**src/rv_core_macros.svh**
```systemverilog
/* RV32I core widths and opcodes */

`ifndef RV_CORE_MACROS_SVH
`define RV_CORE_MACROS_SVH

// ====================
// Widths and sizes
`define RV_XLEN      32
`define RV_NUM_REGS  32
`define RV_REG_AW    5
`define RV_RESET_PC  32'h0000_0000

// ADDI x0, x0, 0
`define RV_NOP       32'h0000_0013

// ====================
// Major opcodes
`define RV_OPC_OP     7'b0110011
`define RV_OPC_OP_IMM 7'b0010011
`define RV_OPC_LUI    7'b0110111
`define RV_OPC_AUIPC  7'b0010111
`define RV_OPC_LOAD   7'b0000011
`define RV_OPC_STORE  7'b0100011
`define RV_OPC_BRANCH 7'b1100011
`define RV_OPC_JAL    7'b1101111
`define RV_OPC_JALR   7'b1100111

`endif

```
**src/rv_core_pkg.sv**
```systemverilog
/* RV32I core types */

`default_nettype none
`include "rv_core_macros.svh"

package rv_core_pkg;

   // ====================
   // Decode selections
   typedef enum logic [3:0] {
      ALU_ADD, ALU_SUB, ALU_AND, ALU_OR, ALU_XOR,
      ALU_SLL, ALU_SRL, ALU_SRA,
      ALU_LT_S, ALU_LT_U, ALU_EQ, ALU_NE, ALU_GE_S, ALU_GE_U,
      ALU_PASS_B
   } alu_op_e;

   typedef enum logic {PORTA_RS1, PORTA_PC_EXE} porta_sel_e;
   typedef enum logic {PORTB_RS2, PORTB_IMM} portb_sel_e;
   typedef enum logic [1:0] {WB_ALU, WB_DATAMEM, WB_PC_PLUS4} wb_sel_e;
   typedef enum logic [1:0] {PC_PLUS4, PC_COND_BRANCH, PC_JUMP_ALU} pc_sel_e;

   // Pipeline state
   typedef enum logic [1:0] {
      PSTATE_RESET, PSTATE_CONT, PSTATE_BRANCH, PSTATE_WAITLD
   } pstate_e;

   typedef struct packed {
      alu_op_e                alu_op;
      porta_sel_e             porta_sel;
      portb_sel_e             portb_sel;
      wb_sel_e                wb_sel;
      pc_sel_e                pc_sel;
      logic                   reg_write;
      logic                   mem_read;
      logic                   mem_write;
      logic [`RV_REG_AW-1:0]  rs1;
      logic [`RV_REG_AW-1:0]  rs2;
      logic [`RV_REG_AW-1:0]  rd;
   } ctrl_t;

   // ====================
   // Memory ports
   typedef struct packed {
      logic [`RV_XLEN-1:0] addr;
      logic                req;
   } code_req_t;

   typedef struct packed {
      logic [`RV_XLEN-1:0] rdata;
      logic                ready;
   } code_rsp_t;

   typedef struct packed {
      logic [`RV_XLEN-1:0] addr;
      logic [`RV_XLEN-1:0] wdata;
      logic [3:0]          bytesel;
      logic                req;
   } data_req_t;

   typedef struct packed {
      logic [`RV_XLEN-1:0] rdata;
      logic                ready;
   } data_rsp_t;

endpackage

`default_nettype wire

```
**src/rv_decoder.sv**
```systemverilog
/* Instruction decoder */

`timescale 1ns/1ps
`default_nettype none
`include "rv_core_macros.svh"

module rv_decoder import rv_core_pkg::*; (
   input  logic [`RV_XLEN-1:0] instr,
   output ctrl_t               ctrl,
   output logic [`RV_XLEN-1:0] imm
);

   logic [6:0]          opcode;
   logic [2:0]          funct3;
   logic [6:0]          funct7;
   logic                funct7_ok;
   logic [`RV_XLEN-1:0] imm_i;
   logic [`RV_XLEN-1:0] imm_s;
   logic [`RV_XLEN-1:0] imm_b;
   logic [`RV_XLEN-1:0] imm_u;
   logic [`RV_XLEN-1:0] imm_j;

   // Shared by OP and OP-IMM, alt picks SUB or SRA
   function automatic alu_op_e arith_op(input logic [2:0] f3, input logic alt);
      case (f3)
         3'b000:  return alt ? ALU_SUB : ALU_ADD;
         3'b001:  return ALU_SLL;
         3'b010:  return ALU_LT_S;
         3'b011:  return ALU_LT_U;
         3'b100:  return ALU_XOR;
         3'b101:  return alt ? ALU_SRA : ALU_SRL;
         3'b110:  return ALU_OR;
         default: return ALU_AND;
      endcase
   endfunction

   assign opcode = instr[6:0];
   assign funct3 = instr[14:12];
   assign funct7 = instr[31:25];
   // Only bit 30 may be set in a base-ISA funct7
   assign funct7_ok = (funct7 & 7'b1011111) == 7'b0;

   // ====================
   // Immediate formats
   assign imm_i = {{(`RV_XLEN-12){instr[31]}}, instr[31:20]};
   assign imm_s = {{(`RV_XLEN-12){instr[31]}}, instr[31:25], instr[11:7]};
   assign imm_b = {{(`RV_XLEN-12){instr[31]}}, instr[7], instr[30:25], instr[11:8], 1'b0};
   assign imm_u = {instr[31:12], 12'b0};
   assign imm_j = {{(`RV_XLEN-20){instr[31]}}, instr[19:12], instr[20], instr[30:21], 1'b0};

   always_comb begin
      // No-op unless a case below claims the instruction
      ctrl.alu_op    = ALU_ADD;
      ctrl.porta_sel = PORTA_RS1;
      ctrl.portb_sel = PORTB_RS2;
      ctrl.wb_sel    = WB_ALU;
      ctrl.pc_sel    = PC_PLUS4;
      ctrl.reg_write = 1'b0;
      ctrl.mem_read  = 1'b0;
      ctrl.mem_write = 1'b0;
      ctrl.rs1       = instr[19:15];
      ctrl.rs2       = instr[24:20];
      ctrl.rd        = instr[11:7];
      imm            = imm_i;
      case (opcode)
         `RV_OPC_OP: begin
            ctrl.alu_op    = arith_op(funct3, funct7[5]);
            ctrl.reg_write = funct7_ok;
         end
         `RV_OPC_OP_IMM: begin
            ctrl.alu_op    = arith_op(funct3, funct3 == 3'b101 && funct7[5]);
            ctrl.portb_sel = PORTB_IMM;
            ctrl.reg_write = 1'b1;
         end
         `RV_OPC_LUI, `RV_OPC_AUIPC: begin
            ctrl.alu_op    = (opcode == `RV_OPC_LUI) ? ALU_PASS_B : ALU_ADD;
            ctrl.porta_sel = PORTA_PC_EXE;
            ctrl.portb_sel = PORTB_IMM;
            ctrl.reg_write = 1'b1;
            imm            = imm_u;
         end
         `RV_OPC_JAL, `RV_OPC_JALR: begin
            if (opcode == `RV_OPC_JAL || funct3 == 3'b000) begin
               ctrl.porta_sel = (opcode == `RV_OPC_JAL) ? PORTA_PC_EXE : PORTA_RS1;
               ctrl.portb_sel = PORTB_IMM;
               ctrl.wb_sel    = WB_PC_PLUS4;
               ctrl.pc_sel    = PC_JUMP_ALU;
               ctrl.reg_write = 1'b1;
            end
            imm = (opcode == `RV_OPC_JAL) ? imm_j : imm_i;
         end
         `RV_OPC_BRANCH: begin
            imm         = imm_b;
            ctrl.pc_sel = PC_COND_BRANCH;
            case (funct3)
               3'b000:  ctrl.alu_op = ALU_EQ;
               3'b001:  ctrl.alu_op = ALU_NE;
               3'b100:  ctrl.alu_op = ALU_LT_S;
               3'b101:  ctrl.alu_op = ALU_GE_S;
               3'b110:  ctrl.alu_op = ALU_LT_U;
               3'b111:  ctrl.alu_op = ALU_GE_U;
               default: ctrl.pc_sel = PC_PLUS4;
            endcase
         end
         `RV_OPC_LOAD, `RV_OPC_STORE: begin
            // Word access only
            ctrl.portb_sel = PORTB_IMM;
            ctrl.wb_sel    = WB_DATAMEM;
            ctrl.mem_read  = (opcode == `RV_OPC_LOAD) && funct3 == 3'b010;
            ctrl.reg_write = (opcode == `RV_OPC_LOAD) && funct3 == 3'b010;
            ctrl.mem_write = (opcode == `RV_OPC_STORE) && funct3 == 3'b010;
            imm            = (opcode == `RV_OPC_STORE) ? imm_s : imm_i;
         end
         default: begin
            imm = imm_i;
         end
      endcase
   end

endmodule

`default_nettype wire

```
**src/rv_alu.sv**
```systemverilog
/* Integer ALU */

`timescale 1ns/1ps
`default_nettype none
`include "rv_core_macros.svh"

module rv_alu import rv_core_pkg::*; (
   input  alu_op_e             alu_op,
   input  logic [`RV_XLEN-1:0] porta,
   input  logic [`RV_XLEN-1:0] portb,
   output logic [`RV_XLEN-1:0] alu_res,
   output logic                alu_cond
);

   logic [4:0] shamt;
   logic       lt_s;
   logic       lt_u;
   logic       eq;

   assign shamt = portb[4:0];
   assign lt_s  = $signed(porta) < $signed(portb);
   assign lt_u  = porta < portb;
   assign eq    = porta == portb;

   // Compare flag, also feeds SLT and SLTU
   always_comb begin
      case (alu_op)
         ALU_LT_S: alu_cond = lt_s;
         ALU_LT_U: alu_cond = lt_u;
         ALU_EQ:   alu_cond = eq;
         ALU_NE:   alu_cond = !eq;
         ALU_GE_S: alu_cond = !lt_s;
         ALU_GE_U: alu_cond = !lt_u;
         default:  alu_cond = 1'b0;
      endcase
   end

   always_comb begin
      case (alu_op)
         ALU_ADD:    alu_res = porta + portb;
         ALU_SUB:    alu_res = porta - portb;
         ALU_AND:    alu_res = porta & portb;
         ALU_OR:     alu_res = porta | portb;
         ALU_XOR:    alu_res = porta ^ portb;
         ALU_SLL:    alu_res = porta << shamt;
         ALU_SRL:    alu_res = porta >> shamt;
         ALU_SRA:    alu_res = $signed(porta) >>> shamt;
         ALU_PASS_B: alu_res = portb;
         default:    alu_res = {{(`RV_XLEN-1){1'b0}}, alu_cond};
      endcase
   end

endmodule

`default_nettype wire

```
**src/rv_regfile.sv**
```systemverilog
/* Register file */

`timescale 1ns/1ps
`default_nettype none
`include "rv_core_macros.svh"

module rv_regfile #(
   parameter int NUM_REGS = `RV_NUM_REGS
) (
   input  logic                  clk,
   input  logic                  rst_n,
   input  logic [`RV_REG_AW-1:0] sel_porta,
   input  logic [`RV_REG_AW-1:0] sel_portb,
   input  logic [`RV_REG_AW-1:0] sel_rd,
   input  logic [`RV_XLEN-1:0]   rd,
   input  logic                  write_rd,
   output logic [`RV_XLEN-1:0]   porta,
   output logic [`RV_XLEN-1:0]   portb
);

   logic [`RV_XLEN-1:0] regs [NUM_REGS];

   always_ff @(posedge clk or negedge rst_n) begin
      if (!rst_n) begin
         for (int i = 0; i < NUM_REGS; i++) begin
            regs[i] <= '0;
         end
      end else if (write_rd && sel_rd != '0 && int'(sel_rd) < NUM_REGS) begin
         regs[sel_rd] <= rd;
      end
   end

   // x0 and indexes past the array read as zero
   assign porta = (sel_porta == '0 || int'(sel_porta) >= NUM_REGS) ? '0 : regs[sel_porta];
   assign portb = (sel_portb == '0 || int'(sel_portb) >= NUM_REGS) ? '0 : regs[sel_portb];

endmodule

`default_nettype wire

```
**src/rv_flow_ctrl.sv**
```systemverilog
/* Pipeline flow control */

`timescale 1ns/1ps
`default_nettype none
`include "rv_core_macros.svh"

module rv_flow_ctrl import rv_core_pkg::*; (
   input  logic                clk,
   input  logic                rst_n,
   input  code_rsp_t           code_rsp,
   input  logic                data_ready,
   input  pc_sel_e             pc_sel,
   input  logic                mem_read,
   input  logic                alu_cond,
   input  logic [`RV_XLEN-1:0] alu_res,
   input  logic [`RV_XLEN-1:0] imm,
   output logic [`RV_XLEN-1:0] instr,
   output logic [`RV_XLEN-1:0] pc_exe,
   output logic [`RV_XLEN-1:0] fetch_addr,
   output logic                stall_exe
);

   pstate_e             pstate_r;
   pstate_e             pstate_next;
   logic [`RV_XLEN-1:0] pc_fetch_r;
   logic [`RV_XLEN-1:0] seq_addr;
   logic [`RV_XLEN-1:0] target;
   logic                branch_taken;
   logic                take_instr;

   assign branch_taken = (pc_sel == PC_JUMP_ALU) || (pc_sel == PC_COND_BRANCH && alu_cond);
   assign target = (pc_sel == PC_JUMP_ALU) ? {alu_res[`RV_XLEN-1:1], 1'b0} : pc_exe + imm;
   assign seq_addr = pc_fetch_r + `RV_XLEN'(4);

   // ====================
   // State machine
   always_comb begin
      // Default holds the fetch address and reissues the word in flight
      pstate_next = pstate_r;
      stall_exe   = 1'b1;
      take_instr  = 1'b0;
      fetch_addr  = pc_fetch_r;
      case (pstate_r)
         PSTATE_RESET: begin
            fetch_addr  = `RV_RESET_PC;
            pstate_next = PSTATE_BRANCH;
         end
         PSTATE_CONT, PSTATE_WAITLD: begin
            if (mem_read && !data_ready) begin
               pstate_next = PSTATE_WAITLD;
            end else begin
               stall_exe = 1'b0;
               if (branch_taken) begin
                  fetch_addr  = target;
                  pstate_next = PSTATE_BRANCH;
               end else if (code_rsp.ready) begin
                  take_instr  = 1'b1;
                  fetch_addr  = seq_addr;
                  pstate_next = PSTATE_CONT;
               end else begin
                  // Next word is late so the stage runs empty until it lands
                  pstate_next = PSTATE_BRANCH;
               end
            end
         end
         default: begin
            // Refill waits for the word at pc_fetch_r
            if (code_rsp.ready) begin
               take_instr  = 1'b1;
               fetch_addr  = seq_addr;
               pstate_next = PSTATE_CONT;
            end
         end
      endcase
   end

   always_ff @(posedge clk or negedge rst_n) begin
      if (!rst_n) begin
         pstate_r   <= PSTATE_RESET;
         pc_fetch_r <= `RV_RESET_PC;
         pc_exe     <= `RV_RESET_PC;
         instr      <= `RV_NOP;
      end else begin
         pstate_r   <= pstate_next;
         pc_fetch_r <= fetch_addr;
         if (take_instr) begin
            instr  <= code_rsp.rdata;
            pc_exe <= pc_fetch_r;
         end else if (!stall_exe) begin
            // Executed word retires and a bubble takes its place
            instr <= `RV_NOP;
         end
      end
   end

endmodule

`default_nettype wire

```
**src/rv_core.sv**
```systemverilog
/* RV32I two-stage core */

`timescale 1ns/1ps
`default_nettype none
`include "rv_core_macros.svh"

module rv_core import rv_core_pkg::*; (
   input  logic      clk,
   input  logic      rst_n,
   output code_req_t code_req,
   input  code_rsp_t code_rsp,
   output data_req_t data_req,
   input  data_rsp_t data_rsp
);

   ctrl_t               ctrl;
   logic [`RV_XLEN-1:0] instr;
   logic [`RV_XLEN-1:0] imm;
   logic [`RV_XLEN-1:0] pc_exe;
   logic [`RV_XLEN-1:0] fetch_addr;
   logic                stall_exe;
   logic [`RV_XLEN-1:0] rf_porta;
   logic [`RV_XLEN-1:0] rf_portb;
   logic [`RV_XLEN-1:0] alu_porta;
   logic [`RV_XLEN-1:0] alu_portb;
   logic [`RV_XLEN-1:0] alu_res;
   logic                alu_cond;
   logic [`RV_XLEN-1:0] rd_data;
   logic                write_rd;
   logic                store_en;

   // ====================
   // Operands and write-back
   assign alu_porta = (ctrl.porta_sel == PORTA_PC_EXE) ? pc_exe : rf_porta;
   assign alu_portb = (ctrl.portb_sel == PORTB_IMM) ? imm : rf_portb;

   always_comb begin
      case (ctrl.wb_sel)
         WB_DATAMEM:  rd_data = data_rsp.rdata;
         WB_PC_PLUS4: rd_data = pc_exe + `RV_XLEN'(4);
         default:     rd_data = alu_res;
      endcase
   end

   assign write_rd = ctrl.reg_write && !stall_exe;
   assign store_en = ctrl.mem_write && !stall_exe;

   // ====================
   // Memory ports
   always_comb begin
      code_req.addr    = fetch_addr;
      code_req.req     = 1'b1;
      // Load request stays up through the wait, stores fire once
      data_req.addr    = alu_res;
      data_req.wdata   = rf_portb;
      data_req.bytesel = {4{store_en}};
      data_req.req     = ctrl.mem_read || store_en;
   end

   rv_decoder u_decoder (
      .instr (instr),
      .ctrl  (ctrl),
      .imm   (imm)
   );

   rv_alu u_alu (
      .alu_op   (ctrl.alu_op),
      .porta    (alu_porta),
      .portb    (alu_portb),
      .alu_res  (alu_res),
      .alu_cond (alu_cond)
   );

   rv_regfile #(.NUM_REGS(`RV_NUM_REGS)) u_regfile (
      .clk       (clk),
      .rst_n     (rst_n),
      .sel_porta (ctrl.rs1),
      .sel_portb (ctrl.rs2),
      .sel_rd    (ctrl.rd),
      .rd        (rd_data),
      .write_rd  (write_rd),
      .porta     (rf_porta),
      .portb     (rf_portb)
   );

   rv_flow_ctrl u_flow_ctrl (
      .clk        (clk),
      .rst_n      (rst_n),
      .code_rsp   (code_rsp),
      .data_ready (data_rsp.ready),
      .pc_sel     (ctrl.pc_sel),
      .mem_read   (ctrl.mem_read),
      .alu_cond   (alu_cond),
      .alu_res    (alu_res),
      .imm        (imm),
      .instr      (instr),
      .pc_exe     (pc_exe),
      .fetch_addr (fetch_addr),
      .stall_exe  (stall_exe)
   );

endmodule

`default_nettype wire

```
**config.mk**
```make
export PLATFORM = sky130hd
export DESIGN_NAME = rv_core
export DESIGN_NICKNAME = d
export VERILOG_FILES = /design/src/rv_core_pkg.sv /design/src/rv_decoder.sv /design/src/rv_alu.sv /design/src/rv_regfile.sv /design/src/rv_flow_ctrl.sv /design/src/rv_core.sv
export VERILOG_INCLUDE_DIRS = /design/src
export SDC_FILE = /design/constraint.sdc
export NUM_CORES = 2
export LEC_CHECK = 0
export ABC_AREA = 1
export BUFFER_PORTS_ARGS = -buffer_cell sky130_fd_sc_hd__clkbuf_2
export CAP_MARGIN = 20
export CELL_PAD_IN_SITES_DETAIL_PLACEMENT = 2
export CELL_PAD_IN_SITES_GLOBAL_PLACEMENT = 2
export CORE_MARGIN = 3
export CORE_UTILIZATION = 33
export DETAILED_ROUTE_END_ITERATION = 12
export GPL_ROUTABILITY_DRIVEN = 0
export PLACE_DENSITY = 0.76
export SKIP_LAST_GASP = 1
export SYNTH_ARGS = -nofsm -noshare
export SYNTH_HDL_FRONTEND = slang
export SYNTH_SLANG_ARGS = --single-unit
```
**constraint.sdc**
```tcl
create_clock -name clk -period 5.1 [get_ports clk]
set_input_delay 0.255 -clock clk [delete_from_list [all_inputs] [get_ports clk]]
set_output_delay 0.255 -clock clk [all_outputs]
set_load 0.02 [all_outputs]
```
==> impl_metrics.json, run 1 <==
{
  "status": "aborted with a tool error",
  "lastStage": "global routing",
  "error_line": "[ERROR GRT-0228] Horizontal edge usage exceeds the maximum allowed. (40, 24) usage=65535 limit=3200",
  "synth_seq_cells": 1122,
  "std_cell_rows": 177,
  "synth_area_per_cell_sq_um": 6.63,
  "cts.sinks": 1122,
  "dp_cells": 15500,
  "die_width_um": 490,
  "synthCells": 11700,
  "postGrtWorstEndpoint": "code_req[8]",
  "grt_max_degree": 137,
  "port_buffers": 168,
  "ys.flop_type": "dfrtp_1",
  "worst-ep-kind": "output port",
  "synth_fp_nets": 11900,
  "dpl.hpwl_um": 359000,
  "io_pins": 170,
  "h-tree-depth": 4,
  "numCtsBuffers": 144,
  "async_flop_share_pct": 100,
  "yosysSeqAreaShare_pct": 36.3,
  "synth_warnings": 0,
  "synth-edff-count": 0,
  "die_h_um": 490,
  "clock_path_buffers": 3,
  "netlist_area_sq_um": 77500,
  "cts-root-buf": "clkbuf_16",
  "start_util_pct": 33.2,
  "post-place-ws_ns": -1.44,
  "synth_cell_types": 74
}
## through the flow
stage	util, %	setup TNS, ns	instance area (sq um)
after floorplan	-	0	77600
after global placement	39.3	-437.23	91500
after detailed placement	39.3	-807.31	91500
after CTS	43.1	-372.50	100000
## synth_stat cells (4+ instances only)
master | count | area share [%]
buf_1 | 59 | 0.29
o21ai_1 | 651 | 4.2
o211ai_1 | 174 | 1.7
dfrtp_1 | 1119 | 36
inv_2 | 56 | 0.27
nor2_1 | 921 | 4.5
nand2_1 | 3194 | 15
nor4_1 | 13 | 0.11
nand2_2 | 12 | 0.097
nor2_4 | 8 | 0.12
o21bai_1 | 12 | 0.12
nor3b_1 | 4 | 0.039
clkbuf_1 | 447 | 2.2
o221ai_1 | 64 | 0.72
nand2_4 | 6 | 0.087
buf_4 | 76 | 0.74
nor3_4 | 6 | 0.13
xor2_1 | 38 | 0.43
o21a_1 | 5 | 0.048
or2_2 | 21 | 0.17
a21o_1 | 8 | 0.078
a31oi_1 | 20 | 0.16
inv_1 | 769 | 3.7
buf_6 | 32 | 0.47
nor3_2 | 15 | 0.19
a21oi_1 | 567 | 3.7
nor3_1 | 52 | 0.34
nand3_1 | 1528 | 9.9
nor2_2 | 14 | 0.11
buf_2 | 333 | 2.2
clkinv_1 | 10 | 0.048
a22oi_1 | 5 | 0.048
xnor2_1 | 11 | 0.12
a211oi_1 | 8 | 0.078
a221oi_1 | 11 | 0.12
o21ai_0 | 1086 | 7.0
nand4_1 | 48 | 0.39
o2111ai_1 | 6 | 0.068
a21boi_0 | 5 | 0.048
o22ai_1 | 28 | 0.23
o31ai_1 | 8 | 0.078
o21ai_2 | 8 | 0.090
ha_1 | 133 | 2.1
nand3b_1 | 6 | 0.058
nand3_2 | 41 | 0.53
## what timing repair did
item / 4_1_cts
pin swaps: 130
buffers inserted: 84
hold buffers: 35
hold endpoints to repair: 172
resized for setup: 638
gates cloned: 19
endpoints found under the setup margin: 1154
## cell families after synthesis
group           share of synthesized area, %
compound gates                          18.7
xor+xnor                               0.554
fa+ha+maj                               2.23
buf+inv                                 9.88
flops                                   36.3
other cells                          0.00484
simple gates                            32.4
==> inputs of run 2 (changes only) <==
Settings changed: CELL_PAD_IN_SITES_DETAIL_PLACEMENT 2 to unset, CELL_PAD_IN_SITES_GLOBAL_PLACEMENT 2 to unset, CORE_UTILIZATION 33 to 25, PLACE_DENSITY 0.76 to unset, PLACE_DENSITY_LB_ADDON set to 0.15.
Clock period 5.1 ns to 6.6 ns, I/O delays scaled along.
==> impl_metrics.json, run 2 <==
{
  "clk_pin_slew_ns": 0.06,
  "cpPeakStageDelay_ns": 0.55,
  "fillers": 33300,
  "maxCapViolCount": 0,
  "antenna_found_initial": 27,
  "die_h_um": 563,
  "startpoint": "u_flow_ctrl.instr[20]$_DFFE_PN0P_",
  "cp-start-kind": "register",
  "synth_area_leaders": "dfrtp_1 36%, nand2_1 15%, nand3_1 9.9%",
  "setup_ws_ns": -0.0123,
  "finClkSkew_ns": 0.0894,
  "clock_path_buffers": 4,
  "setup_viol": 1,
  "worst_skew_pair.late_latency_ns": 0.87,
  "drt_first_pass_iters": 7,
  "synth_seq_cells": 1122,
  "vias": 89000,
  "worstSetupPathType": "register to output port",
  "synth_top_cell_by_area": "dfrtp_1",
  "fin_crit_sh_pct": 100,
  "grt-ovfl-total": 0,
  "vias_per_cell": 5.53,
  "fin_area_sq_um": 95600,
  "netlist_area_sq_um": 77500,
  "synth-edff-count": 0,
  "cp_common_cell": "nand2_2",
  "layout-drive-gt1-share_pct": 14.8,
  "ys.flop_type": "dfrtp_1",
  "synth_area_per_cell_sq_um": 6.63,
  "met2_usage_pct": 40.1,
  "max_freq_ghz": 0.151,
  "multiInputGateArea_sq_um": 43800,
  "fin_crit_ns": 6.61,
  "core_sq_um": 307000,
  "dpl_cell_area_sq_um": 85200,
  "grt_pass1_vias": 81500,
  "cts.sinks": 1122,
  "final_max_slew_viol_count": 0,
  "crit_family": "simple AND/OR/NAND/NOR gates",
  "grt_util_all_layers_pct": 27.7,
  "numCtsBuffers": 154,
  "synth_fp_nets": 11900,
  "synth_cell_types": 74,
  "start_util_pct": 25.2,
  "cp_max_fo": 24,
  "grt_pass1_wl_um": 638000,
  "yosysSeqAreaShare_pct": 36.3,
  "r2r-start": "u_flow_ctrl.instr[20]$_DFFE_PN0P_",
  "endpoint_kind": "output port",
  "use_met3_pct": 5.80,
  "grt_max_degree": 159,
  "dieArea_sq_um": 317000,
  "violations": "negative setup slack",
  "synth_warnings": 0,
  "r2r_slack_ns": 0.68,
  "drtAntennaViolNets": 0,
  "synthCells": 11700,
  "cts-root-buf": "clkbuf_16",
  "final_cell_mix": "3120 x nand2_1, 1449 x nand3_1, 1109 x dfrtp_1, 968 x o21ai_0, 877 x nor2_1",
  "instances_no_fill": 16100,
  "cp_num_buf_inv": 9,
  "status": "complete, but fails checks",
  "h-tree-depth": 4,
  "drtIter0Drc": 12900,
  "use_met1_pct": 38.8,
  "arrival_ns": 6.28,
  "port_buffers": 168,
  "area_growth_pct": 23.4,
  "nNetsFinal": 12100,
  "post_drt_wl_per_cell_um": 29.2,
  "grt.busiest_layer": "met2",
  "largest_register": "u_regfile.regs",
  "synth_most_common_cell": "nand2_1",
  "async_flop_share_pct": 100,
  "setup_tns_ns": -0.0123,
  "drc_errors": 0,
  "die_width_um": 563,
  "rsz0062_at_grt": "yes",
  "synth_common_cells": "3194 x nand2_1, 1528 x nand3_1, 1119 x dfrtp_1",
  "io_pins": 170,
  "dp_cells": 15600,
  "dpl.hpwl_um": 293000,
  "mostFrequentLayoutCell": "nand2_1",
  "cts_tree": "done",
  "yosys.area.top_type_share_pct": 36.2,
  "routed_wl_um": 470000,
  "tightest_slew_ns": 1.16,
  "seq_area_sq_um": 28100,
  "relSlewSlack_pct": 22.5,
  "worstHoldPathType": "input pin to async pin",
  "largest_reg_flops": 1024,
  "cp.required_ns": 6.27,
  "hold_viol_final": 0,
  "std_cell_rows": 203,
  "cpMaxStageDelayCell": "dfrtp_4"
}
[run 2: cell counts after synthesis]
No cell type changed its count.
[run 2: through the flow]
step	setup WS, ns	hold WS [ns]	util, %
after global placement	-0.125	0.380	27.7
after floorplan	0.949	0.0344	-
final	-0.0123	0.133	31.1
after CTS	-0.0685	0.120	30.1
after global routing	-0.172	0.196	31.1
after detailed placement	-0.0822	0.387	27.7
[run 2: layout make-up]
| type | count | area share [%] |
|---|---|---|
| Sequential cell | 1122 | 29.4 |
| Timing Repair inverter | 8 | 0.0943 |
| Inverter | 837 | 3.43 |
| Multi-Input combinational cell | 8773 | 45.8 |
| Clock inverter | 36 | 0.360 |
| Tap cell | 4100 | 5.37 |
| Clock buffer | 225 | 4.65 |
| Timing Repair Buffer | 979 | 10.8 |
| Antenna cell | 9 | 0.0236 |
[run 2: worst register-to-register path, delay by kind of cell (launching register included)]
kind	cells	cell delay, ns
AOI/OAI and AO/OA	7	1.21
buffers and inverters	13	2.08
adders and majority gates	1	0.19
DFF	1	0.55
and+or+nand+nor	15	1.76
[run 2: final timing paths]
path,cells after the start,to
max reg2reg,36,u_regfile.regs[824]$_DFFE_PN0P_
min reg2reg,0,u_regfile.regs[1021]$_DFFE_PN0P_
max in group asynchronous,4,u_regfile.regs[583]$_DFFE_PN0P_
max,34,code_req[29]
min,2,u_regfile.regs[739]$_DFFE_PN0P_
min in group clk,6,u_regfile.regs[686]$_DFFE_PN0P_
[run 2: kinds of logic (layout without fill, tap and decap cells)]
| kind of cell | after synthesis | count (layout) | synth area share, % |
|---|---|---|---|
| XOR/XNOR | 49 | 49 | 0.554 |
| AND/OR/NAND/NOR | 5900 | 5900 | 32.4 |
| adder cells (fa/ha/maj) | 136 | 136 | 2.23 |
| buffers and inverters | 1784 | 2085 | 9.88 |
| AO/OA/AOI/OAI | 2687 | 2687 | 18.7 |
| flip-flops | 1122 | 1122 | 36.3 |
| other | 1 | 10 | 0.00484 |
[run 2: what timing repair did]
item / CTS / global route
cloned: 26 / 40
gates resized for setup: 234 / 464
setup endpoints to repair: 58 / 46
buffers inserted: 64 / 77
endpoints found under the hold margin: 137 / 0
pin swaps: 38 / 129
hold buffers: 35 / 0
[run 2: metal layers]
layer	up-vias	part of all wire, %
li1	39100	-
met1	43300	43
met2	5494	41
met3	1043	10
met4	16	5.8
met5	-	0.023
Power of run 2 is left out: the tool's default activity adds up to more than one toggle a clock period on the data nets, which glitch-free logic cannot reach.
